### src/verilog/paula_audio_cfg.svh
// Widths and FIFO depth for the audio path. Everything runs on one clock.
// PA_FIFO_DEPTH must be a power of two and match PA_FIFO_AW.
// DAC and PWM widths must stay below PA_SMP_W.

`ifndef PAULA_AUDIO_CFG_SVH
`define PAULA_AUDIO_CFG_SVH

// signed output and mix width
`define PA_SMP_W 16

// raw sample widths from the custom chip
`define PA_DAC_W 15
`define PA_PWM_W 9

// stereo pairs held in the FIFO
`define PA_FIFO_DEPTH 4
`define PA_FIFO_AW 2

`endif
### src/verilog/paula_audio_pkg.sv
// Shared types for the audio path.
// Sample width comes from the config header.

`include "paula_audio_cfg.svh"

package paula_audio_pkg;

	typedef logic signed [`PA_SMP_W-1:0] sample_t; // one channel

	// sample source select
	typedef enum logic {
		FMT_DAC, // 15 bit DAC sample
		FMT_PWM  // 9 bit PWM volume sample
	} fmt_e;

	typedef enum logic [1:0] {
		HS_IDLE,
		HS_HOLD,    // ack or req is up
		HS_RELEASE  // partner still has its signal up
	} hs_state_e;

endpackage

### src/verilog/paula_audio_top.sv
// Stereo audio stage: format, buffer, mix with the synthesizer pair.
// Four-phase req/ack on both sides, single clock clk_sys.
// Up to PA_FIFO_DEPTH+1 pairs are accepted while the sink stalls.

`timescale 1ns/1ps
`include "paula_audio_cfg.svh"

module paula_audio_top (
	input  logic                     clk_sys,
	input  logic                     reset,
	input  logic                     smp_req,
	output logic                     smp_ack,
	input  logic [`PA_DAC_W-1:0]     dac_l,
	input  logic [`PA_DAC_W-1:0]     dac_r,
	input  logic [`PA_PWM_W-1:0]     pwm_l,
	input  logic [`PA_PWM_W-1:0]     pwm_r,
	input  paula_audio_pkg::fmt_e    fmt,
	input  paula_audio_pkg::sample_t mt32_l,
	input  paula_audio_pkg::sample_t mt32_r,
	input  logic                     mt32_mute,
	output logic                     out_req,
	input  logic                     out_ack,
	output paula_audio_pkg::sample_t out_l,
	output paula_audio_pkg::sample_t out_r
);

	// formatter to FIFO
	logic                     push;
	paula_audio_pkg::sample_t push_l;
	paula_audio_pkg::sample_t push_r;
	logic                     full;

	// FIFO to mixer
	logic                     pop;
	paula_audio_pkg::sample_t pop_l;
	paula_audio_pkg::sample_t pop_r;
	logic                     empty;

	sample_format sample_format_i (.clk_sys, .reset, .smp_req, .smp_ack, .dac_l, .dac_r,
		.pwm_l, .pwm_r, .fmt, .full, .push, .push_l, .push_r);

	sample_fifo sample_fifo_i (.clk_sys, .reset, .push, .push_l, .push_r, .pop,
		.pop_l, .pop_r, .full, .empty);

	sample_mixer sample_mixer_i (.clk_sys, .reset, .pop_l, .pop_r, .empty, .pop,
		.mt32_l, .mt32_r, .mt32_mute, .out_req, .out_ack, .out_l, .out_r);

endmodule

### src/verilog/sample_mixer.sv
// Output side of the audio path. Pops one pair, adds the synthesizer pair and clamps.
// mt32 inputs are sampled at the pop and must be held while pairs are in flight.
// out_l/out_r stay put while out_req is high.

`timescale 1ns/1ps
`include "paula_audio_cfg.svh"

module sample_mixer (
	input  logic                     clk_sys,
	input  logic                     reset,
	input  paula_audio_pkg::sample_t pop_l,
	input  paula_audio_pkg::sample_t pop_r,
	input  logic                     empty,
	output logic                     pop,
	input  paula_audio_pkg::sample_t mt32_l,
	input  paula_audio_pkg::sample_t mt32_r,
	input  logic                     mt32_mute,
	output logic                     out_req,
	input  logic                     out_ack,
	output paula_audio_pkg::sample_t out_l,
	output paula_audio_pkg::sample_t out_r
);

	paula_audio_pkg::hs_state_e state;
	paula_audio_pkg::sample_t   syn_l;
	paula_audio_pkg::sample_t   syn_r;
	logic signed [`PA_SMP_W:0]  sum_l; // one bit of headroom
	logic signed [`PA_SMP_W:0]  sum_r;

	// top two bits disagree means the sum left the 16 bit range
	function automatic paula_audio_pkg::sample_t clamp(input logic signed [`PA_SMP_W:0] s);
		if (s[`PA_SMP_W] != s[`PA_SMP_W-1])
			return {s[`PA_SMP_W], {(`PA_SMP_W-1){~s[`PA_SMP_W]}}};
		return s[`PA_SMP_W-1:0];
	endfunction

	assign syn_l = mt32_mute ? '0 : mt32_l;
	assign syn_r = mt32_mute ? '0 : mt32_r;
	assign sum_l = {pop_l[`PA_SMP_W-1], pop_l} + {syn_l[`PA_SMP_W-1], syn_l};
	assign sum_r = {pop_r[`PA_SMP_W-1], pop_r} + {syn_r[`PA_SMP_W-1], syn_r};

	assign pop = (state == paula_audio_pkg::HS_IDLE) && !empty;

	always_ff @(posedge clk_sys or posedge reset) begin
		if (reset) begin
			state <= paula_audio_pkg::HS_IDLE;
			out_l <= '0;
			out_r <= '0;
		end else begin
			case (state)
				paula_audio_pkg::HS_IDLE: begin
					if (pop) begin
						out_l <= clamp(sum_l);
						out_r <= clamp(sum_r);
						state <= paula_audio_pkg::HS_HOLD; // req up next cycle
					end
				end
				paula_audio_pkg::HS_HOLD: begin
					if (out_ack)
						state <= paula_audio_pkg::HS_RELEASE; // drop req
				end
				paula_audio_pkg::HS_RELEASE: begin
					if (!out_ack)
						state <= paula_audio_pkg::HS_IDLE;
				end
				default: state <= paula_audio_pkg::HS_IDLE;
			endcase
		end
	end

	assign out_req = (state == paula_audio_pkg::HS_HOLD);

	// sink acks only a pending request
	a_ack_while_req: assert property (@(posedge clk_sys) disable iff (reset)
		$rose(out_ack) |-> out_req)
		else $error("out_ack rose while no out_req was pending");

endmodule

### src/verilog/sample_fifo.sv
// Register FIFO of stereo pairs, PA_FIFO_DEPTH entries.
// Oldest pair shows on pop_l/pop_r without a read cycle.
// Callers must not push when full or pop when empty.

`timescale 1ns/1ps
`include "paula_audio_cfg.svh"

module sample_fifo (
	input  logic                     clk_sys,
	input  logic                     reset,
	input  logic                     push,
	input  paula_audio_pkg::sample_t push_l,
	input  paula_audio_pkg::sample_t push_r,
	input  logic                     pop,
	output paula_audio_pkg::sample_t pop_l,
	output paula_audio_pkg::sample_t pop_r,
	output logic                     full,
	output logic                     empty
);

	paula_audio_pkg::sample_t mem_l [`PA_FIFO_DEPTH];
	paula_audio_pkg::sample_t mem_r [`PA_FIFO_DEPTH];

	logic [`PA_FIFO_AW-1:0] wr_ptr;
	logic [`PA_FIFO_AW-1:0] rd_ptr;
	logic [`PA_FIFO_AW:0]   count; // one extra bit to tell full from empty

	always_ff @(posedge clk_sys) begin
		if (push) begin
			mem_l[wr_ptr] <= push_l;
			mem_r[wr_ptr] <= push_r;
		end
	end

	always_ff @(posedge clk_sys or posedge reset) begin
		if (reset) begin
			wr_ptr <= '0;
			rd_ptr <= '0;
			count  <= '0;
		end else begin
			if (push)
				wr_ptr <= wr_ptr + 1'b1; // wraps, depth is a power of two
			if (pop)
				rd_ptr <= rd_ptr + 1'b1;
			if (push && !pop)
				count <= count + 1'b1;
			else if (pop && !push)
				count <= count - 1'b1;
		end
	end

	assign pop_l = mem_l[rd_ptr];
	assign pop_r = mem_r[rd_ptr];
	assign full  = (count == (`PA_FIFO_AW+1)'(`PA_FIFO_DEPTH));
	assign empty = (count == '0);

	a_no_push_full: assert property (@(posedge clk_sys) disable iff (reset) push |-> !full)
		else $error("push while FIFO full");
	a_no_pop_empty: assert property (@(posedge clk_sys) disable iff (reset) pop |-> !empty)
		else $error("pop while FIFO empty");

endmodule

### src/verilog/sample_format.sv
// Input side of the audio path. Source holds samples and fmt stable while smp_req is high.
// One push per request. smp_ack stays low while the FIFO is full.

`timescale 1ns/1ps
`include "paula_audio_cfg.svh"

module sample_format (
	input  logic                     clk_sys,
	input  logic                     reset,
	input  logic                     smp_req,
	output logic                     smp_ack,
	input  logic [`PA_DAC_W-1:0]     dac_l,
	input  logic [`PA_DAC_W-1:0]     dac_r,
	input  logic [`PA_PWM_W-1:0]     pwm_l,
	input  logic [`PA_PWM_W-1:0]     pwm_r,
	input  paula_audio_pkg::fmt_e    fmt,
	input  logic                     full,
	output logic                     push,
	output paula_audio_pkg::sample_t push_l,
	output paula_audio_pkg::sample_t push_r
);

	localparam int DAC_PAD = `PA_SMP_W - `PA_DAC_W;
	localparam int PWM_PAD = `PA_SMP_W - `PA_PWM_W;

	paula_audio_pkg::hs_state_e state;

	// left-justify the selected source, sign bit lands on the MSB
	always_comb begin
		if (fmt == paula_audio_pkg::FMT_PWM) begin
			push_l = paula_audio_pkg::sample_t'({pwm_l, {PWM_PAD{1'b0}}});
			push_r = paula_audio_pkg::sample_t'({pwm_r, {PWM_PAD{1'b0}}});
		end else begin
			push_l = paula_audio_pkg::sample_t'({dac_l, {DAC_PAD{1'b0}}});
			push_r = paula_audio_pkg::sample_t'({dac_r, {DAC_PAD{1'b0}}});
		end
	end

	// only place where full is honoured
	assign push = (state == paula_audio_pkg::HS_IDLE) && smp_req && !full;

	always_ff @(posedge clk_sys or posedge reset) begin
		if (reset) begin
			state <= paula_audio_pkg::HS_IDLE;
		end else begin
			case (state)
				paula_audio_pkg::HS_IDLE: begin
					if (push)
						state <= paula_audio_pkg::HS_HOLD; // ack up next cycle
				end
				paula_audio_pkg::HS_HOLD: begin
					if (!smp_req)
						state <= paula_audio_pkg::HS_IDLE; // source let go
				end
				default: state <= paula_audio_pkg::HS_IDLE;
			endcase
		end
	end

	assign smp_ack = (state == paula_audio_pkg::HS_HOLD);

	// source may drop smp_req only once it sees smp_ack
	a_req_held_until_ack: assert property (@(posedge clk_sys) disable iff (reset)
		$fell(smp_req) |-> smp_ack)
		else $error("smp_req dropped before smp_ack was raised");

endmodule

### config.mk
export PLATFORM = sky130hd
export DESIGN_NAME = paula_audio_top
export DESIGN_NICKNAME = d
export VERILOG_FILES = /design/src/verilog/paula_audio_pkg.sv /design/src/verilog/paula_audio_top.sv /design/src/verilog/sample_mixer.sv /design/src/verilog/sample_fifo.sv /design/src/verilog/sample_format.sv
export VERILOG_INCLUDE_DIRS = /design/src /design/src/verilog
export SDC_FILE = /design/constraint.sdc
export NUM_CORES = 1
export LEC_CHECK = 0
export ABC_CLOCK_PERIOD_IN_PS = 5900
export BUFFER_PORTS_ARGS = -buffer_cell sky130_fd_sc_hd__buf_2
export CORE_MARGIN = 2
export CORE_UTILIZATION = 25
export CTS_CLUSTER_SIZE = 14
export DETAILED_ROUTE_END_ITERATION = 10
export SLEW_MARGIN = 15
export SYNTH_ARGS = -nofsm -noshare
export SYNTH_HDL_FRONTEND = slang
export SYNTH_SLANG_ARGS = --single-unit
### constraint.sdc
create_clock -name clk_sys -period 5.9 [get_ports clk_sys]
set_input_delay 1.18 -clock clk_sys [delete_from_list [all_inputs] [get_ports clk_sys]]
set_output_delay 1.18 -clock clk_sys [all_outputs]
set_load 0.005 [all_outputs]
==> qor.csv <==
metric,value,unit
die_h,185,um
fp.dieArea,34100,um^2
setup_violations,0,
clock_power_share,21.7,%
cts_buffer_depth,2,
final_max_slew_viol_count,0,
ys_ff_latch,162,
initial_core_util,25.3,%
skew,0.00831,ns
firstDrtPassIters,4,
clk_latency,0.44,ns
grt_antenna_before_repair,0,
rsz0062_at_grt,no,
status,completed,
power,4.97,mW
post_drt_via_cell_ratio,4.32,
post_cts_buffers,0,
grt_use_total,11.4,%
fin_crit_sh,72.7,%
met3_length,739,um
final_cell_mix,"120 x edfxtp_1, 119 x buf_2, 49 x nor2b_1, 45 x o21ai_0, 42 x nand2_1",
fp-row-count,66,
areaGrowthSynthToFinish,20.5,%
final_common_cell,edfxtp_1,
core,32300,um^2
post_drt_wl_per_cell,15.8,um
ir_drop,214,uV
power.share.sequential,33.6,%
gp_congestion,0.815,
maxCapViolCount,0,
maxSlewHeadroom,36.5,%
tritoncts,yes,
ys_warn_count,0,
wl_met1,9080,um
clkSinkCount,162,
drc,0,
grt-ovfl-total,0,
crit_required,6.19,ns
crit_type,reg -> reg,
p_int,3.13,mW
wl_met2,8360,um
grt_start_max_net_pins,52,
drtIter0Drc,312,
crit_path_start,sample_fifo_i.rd_ptr[0],
fin_crit,4.29,ns
cts_made_buffers,17,
root_buffer,clkbuf_16,
synth.yosys.seq_area_share,57.1,%
fin_setup_tns,0,ns
dpl.hpwl,13400,um
synth_edf_count,120,
hold_class,reg -> reg,
p_comb_share,44.8,%
highest_layer,met4,
syn_nets,720,
synth.distinct_cells,58,
r2r_start,sample_fifo_i.rd_ptr[0],
cts_max_level,4,
avgSynthCellArea,13.7,um^2
die_width,185,um
grt_pass1_wl,29200,um
nNetsFinal,840,
wl,18500,um
tightest_slew,0.949,ns
antenna_cells,0,
vias,5058,
grt_pass1_vias,5140,
critPathCaptureType,register,
holdWs,0.473,ns
cts_hold_buf,0,
path_clk_slew,0.06,ns
layout-drive-gt1-share,30.1,%
ys.flop_type,edfxtp_1,
hold_viol_final,0,
leakagePower,3.73,nW
switchingPower,1.84,mW
pin_count,120,
p_per_area,506,nW/um^2
fmax,0.233,GHz
io_buffers,119,
detail-route-antenna-nets,0,
critPathLaunchType,register,
postCtsResizedCells,0,
synth_cells,596,
syn_area,8160,um^2
async_flop_share,25.9,%
worstPathArrival,4.57,ns
hold_start,sample_mixer_i.out_l[5],
switching_share,36.9,%
critPathMaxFanout,23,
## through the flow
| step | util (%) | instances | cell area, um^2 | setup WS, ns |
|---|---|---|---|---|
| 6_report | 30.4 | 1170 | 9820 | 1.61 |
| 5_1_grt | 30.4 | 1170 | 9820 | 1.22 |
| 4_1_cts | 30.4 | 1170 | 9820 | 1.49 |
| 3_5_place_dp | 28.7 | 1139 | 9260 | 1.30 |
| 3_3_place_gp | 28.7 | 1139 | 9260 | 1.40 |
| 2_1_floorplan | - | 596 | 8160 | 1.94 |
## worst paths after layout
path,to,slack [ns],cells past startpoint
min in group asynchronous,sample_mixer_i.state[0],0.94,2
setup / recovery,sample_mixer_i.out_r[0],1.61,11
hold / removal,sample_mixer_i.out_l[5],0.47,2
setup reg to reg,sample_mixer_i.out_r[0],1.61,11
max in group asynchronous,sample_fifo_i.rd_ptr[0],4.31,2
hold reg to reg,sample_mixer_i.out_l[5],0.47,2
## power by group through the flow
stage                     clock [mW]  sequential (mW)  combinational, mW
after detailed placement           0             1.70               2.24
after floorplan                    0             1.62               1.69
after CTS                       1.10             1.68               2.25
after global placement             0             1.69               2.23
after global routing            1.15             1.71               2.51
final                           1.08             1.67               2.22
## state kept, by name (all words and copies together) (netlist names)
register               cells
sample_fifo_i.mem_l       60
sample_fifo_i.mem_r       60
sample_mixer_i.out_l      16
sample_mixer_i.out_r      16
sample_fifo_i.count        3
sample_fifo_i.rd_ptr       2
sample_fifo_i.wr_ptr       2
sample_mixer_i.state       2
sample_format_i.state      1
## worst max-delay path: stages (launching register included)
cell      delay, ns
dfrtp_2        0.87
buf_4          0.37
mux4_2         0.54
ha_1           0.40
a21o_1         0.24
o221ai_1       0.32
nor3_1         0.09
nor3_1         0.26
o311ai_2       0.14
buf_4          0.21
o21ai_1        0.47
o21ai_0        0.20
## cell type report
cell class,count,area [um^2]
fill,3240,22500
clock buffer,19,433
multi-input combinational,396,3350
tap,442,553
timing repair buffer,126,648
sequential,162,4660
clock inverter,12,131
inverter,13,48.8
## per-layer routing
| metal | global-route usage [%] | up-vias |
|---|---|---|
| li1 | - | 2498 |
| met1 | 15.6 | 2444 |
| met2 | 17.7 | 96 |
| met3 | 2.61 | 20 |
| met4 | 4.10 | 0 |
| met5 | 0 | - |
## logic make-up after synthesis
family	count (synthesis)	share of synthesized area (%)
AND/OR/NAND/NOR	141	9.27
multiplexers	49	10.9
AO/OA/AOI/OAI	127	10.1
XOR/XNOR	28	3.01
buffers and inverters	38	1.95
adder cells (fa/ha/maj)	51	7.70
flip-flops	162	57.1
## synth_stat cells (3+ instances only)
library cell | count | area share [%]
edfxtp_1 | 120 | 44
nor2b_1 | 49 | 3.8
o21ai_0 | 45 | 2.8
dfrtp_1 | 42 | 13
nand2_1 | 42 | 1.9
ha_1 | 35 | 5.4
mux4_2 | 30 | 8.3
a21oi_1 | 28 | 1.7
mux2_2 | 19 | 2.6
xnor2_1 | 19 | 2.0
clkbuf_1 | 17 | 0.78
a21o_1 | 13 | 1.2
maj3_1 | 13 | 1.6
inv_1 | 12 | 0.55
nor2_1 | 11 | 0.51
nand2b_1 | 9 | 0.69
xor2_1 | 9 | 0.97
and2_1 | 7 | 0.54
a211oi_1 | 6 | 0.55
buf_1 | 5 | 0.23
nor3_1 | 5 | 0.31
a31oi_1 | 4 | 0.31
nand4_1 | 4 | 0.31
fa_1 | 3 | 0.74
nand3_1 | 3 | 0.18
o211ai_1 | 3 | 0.28
o21ai_1 | 3 | 0.18
o221ai_1 | 3 | 0.32
Note: power is estimated with default switching activity, not from simulation.
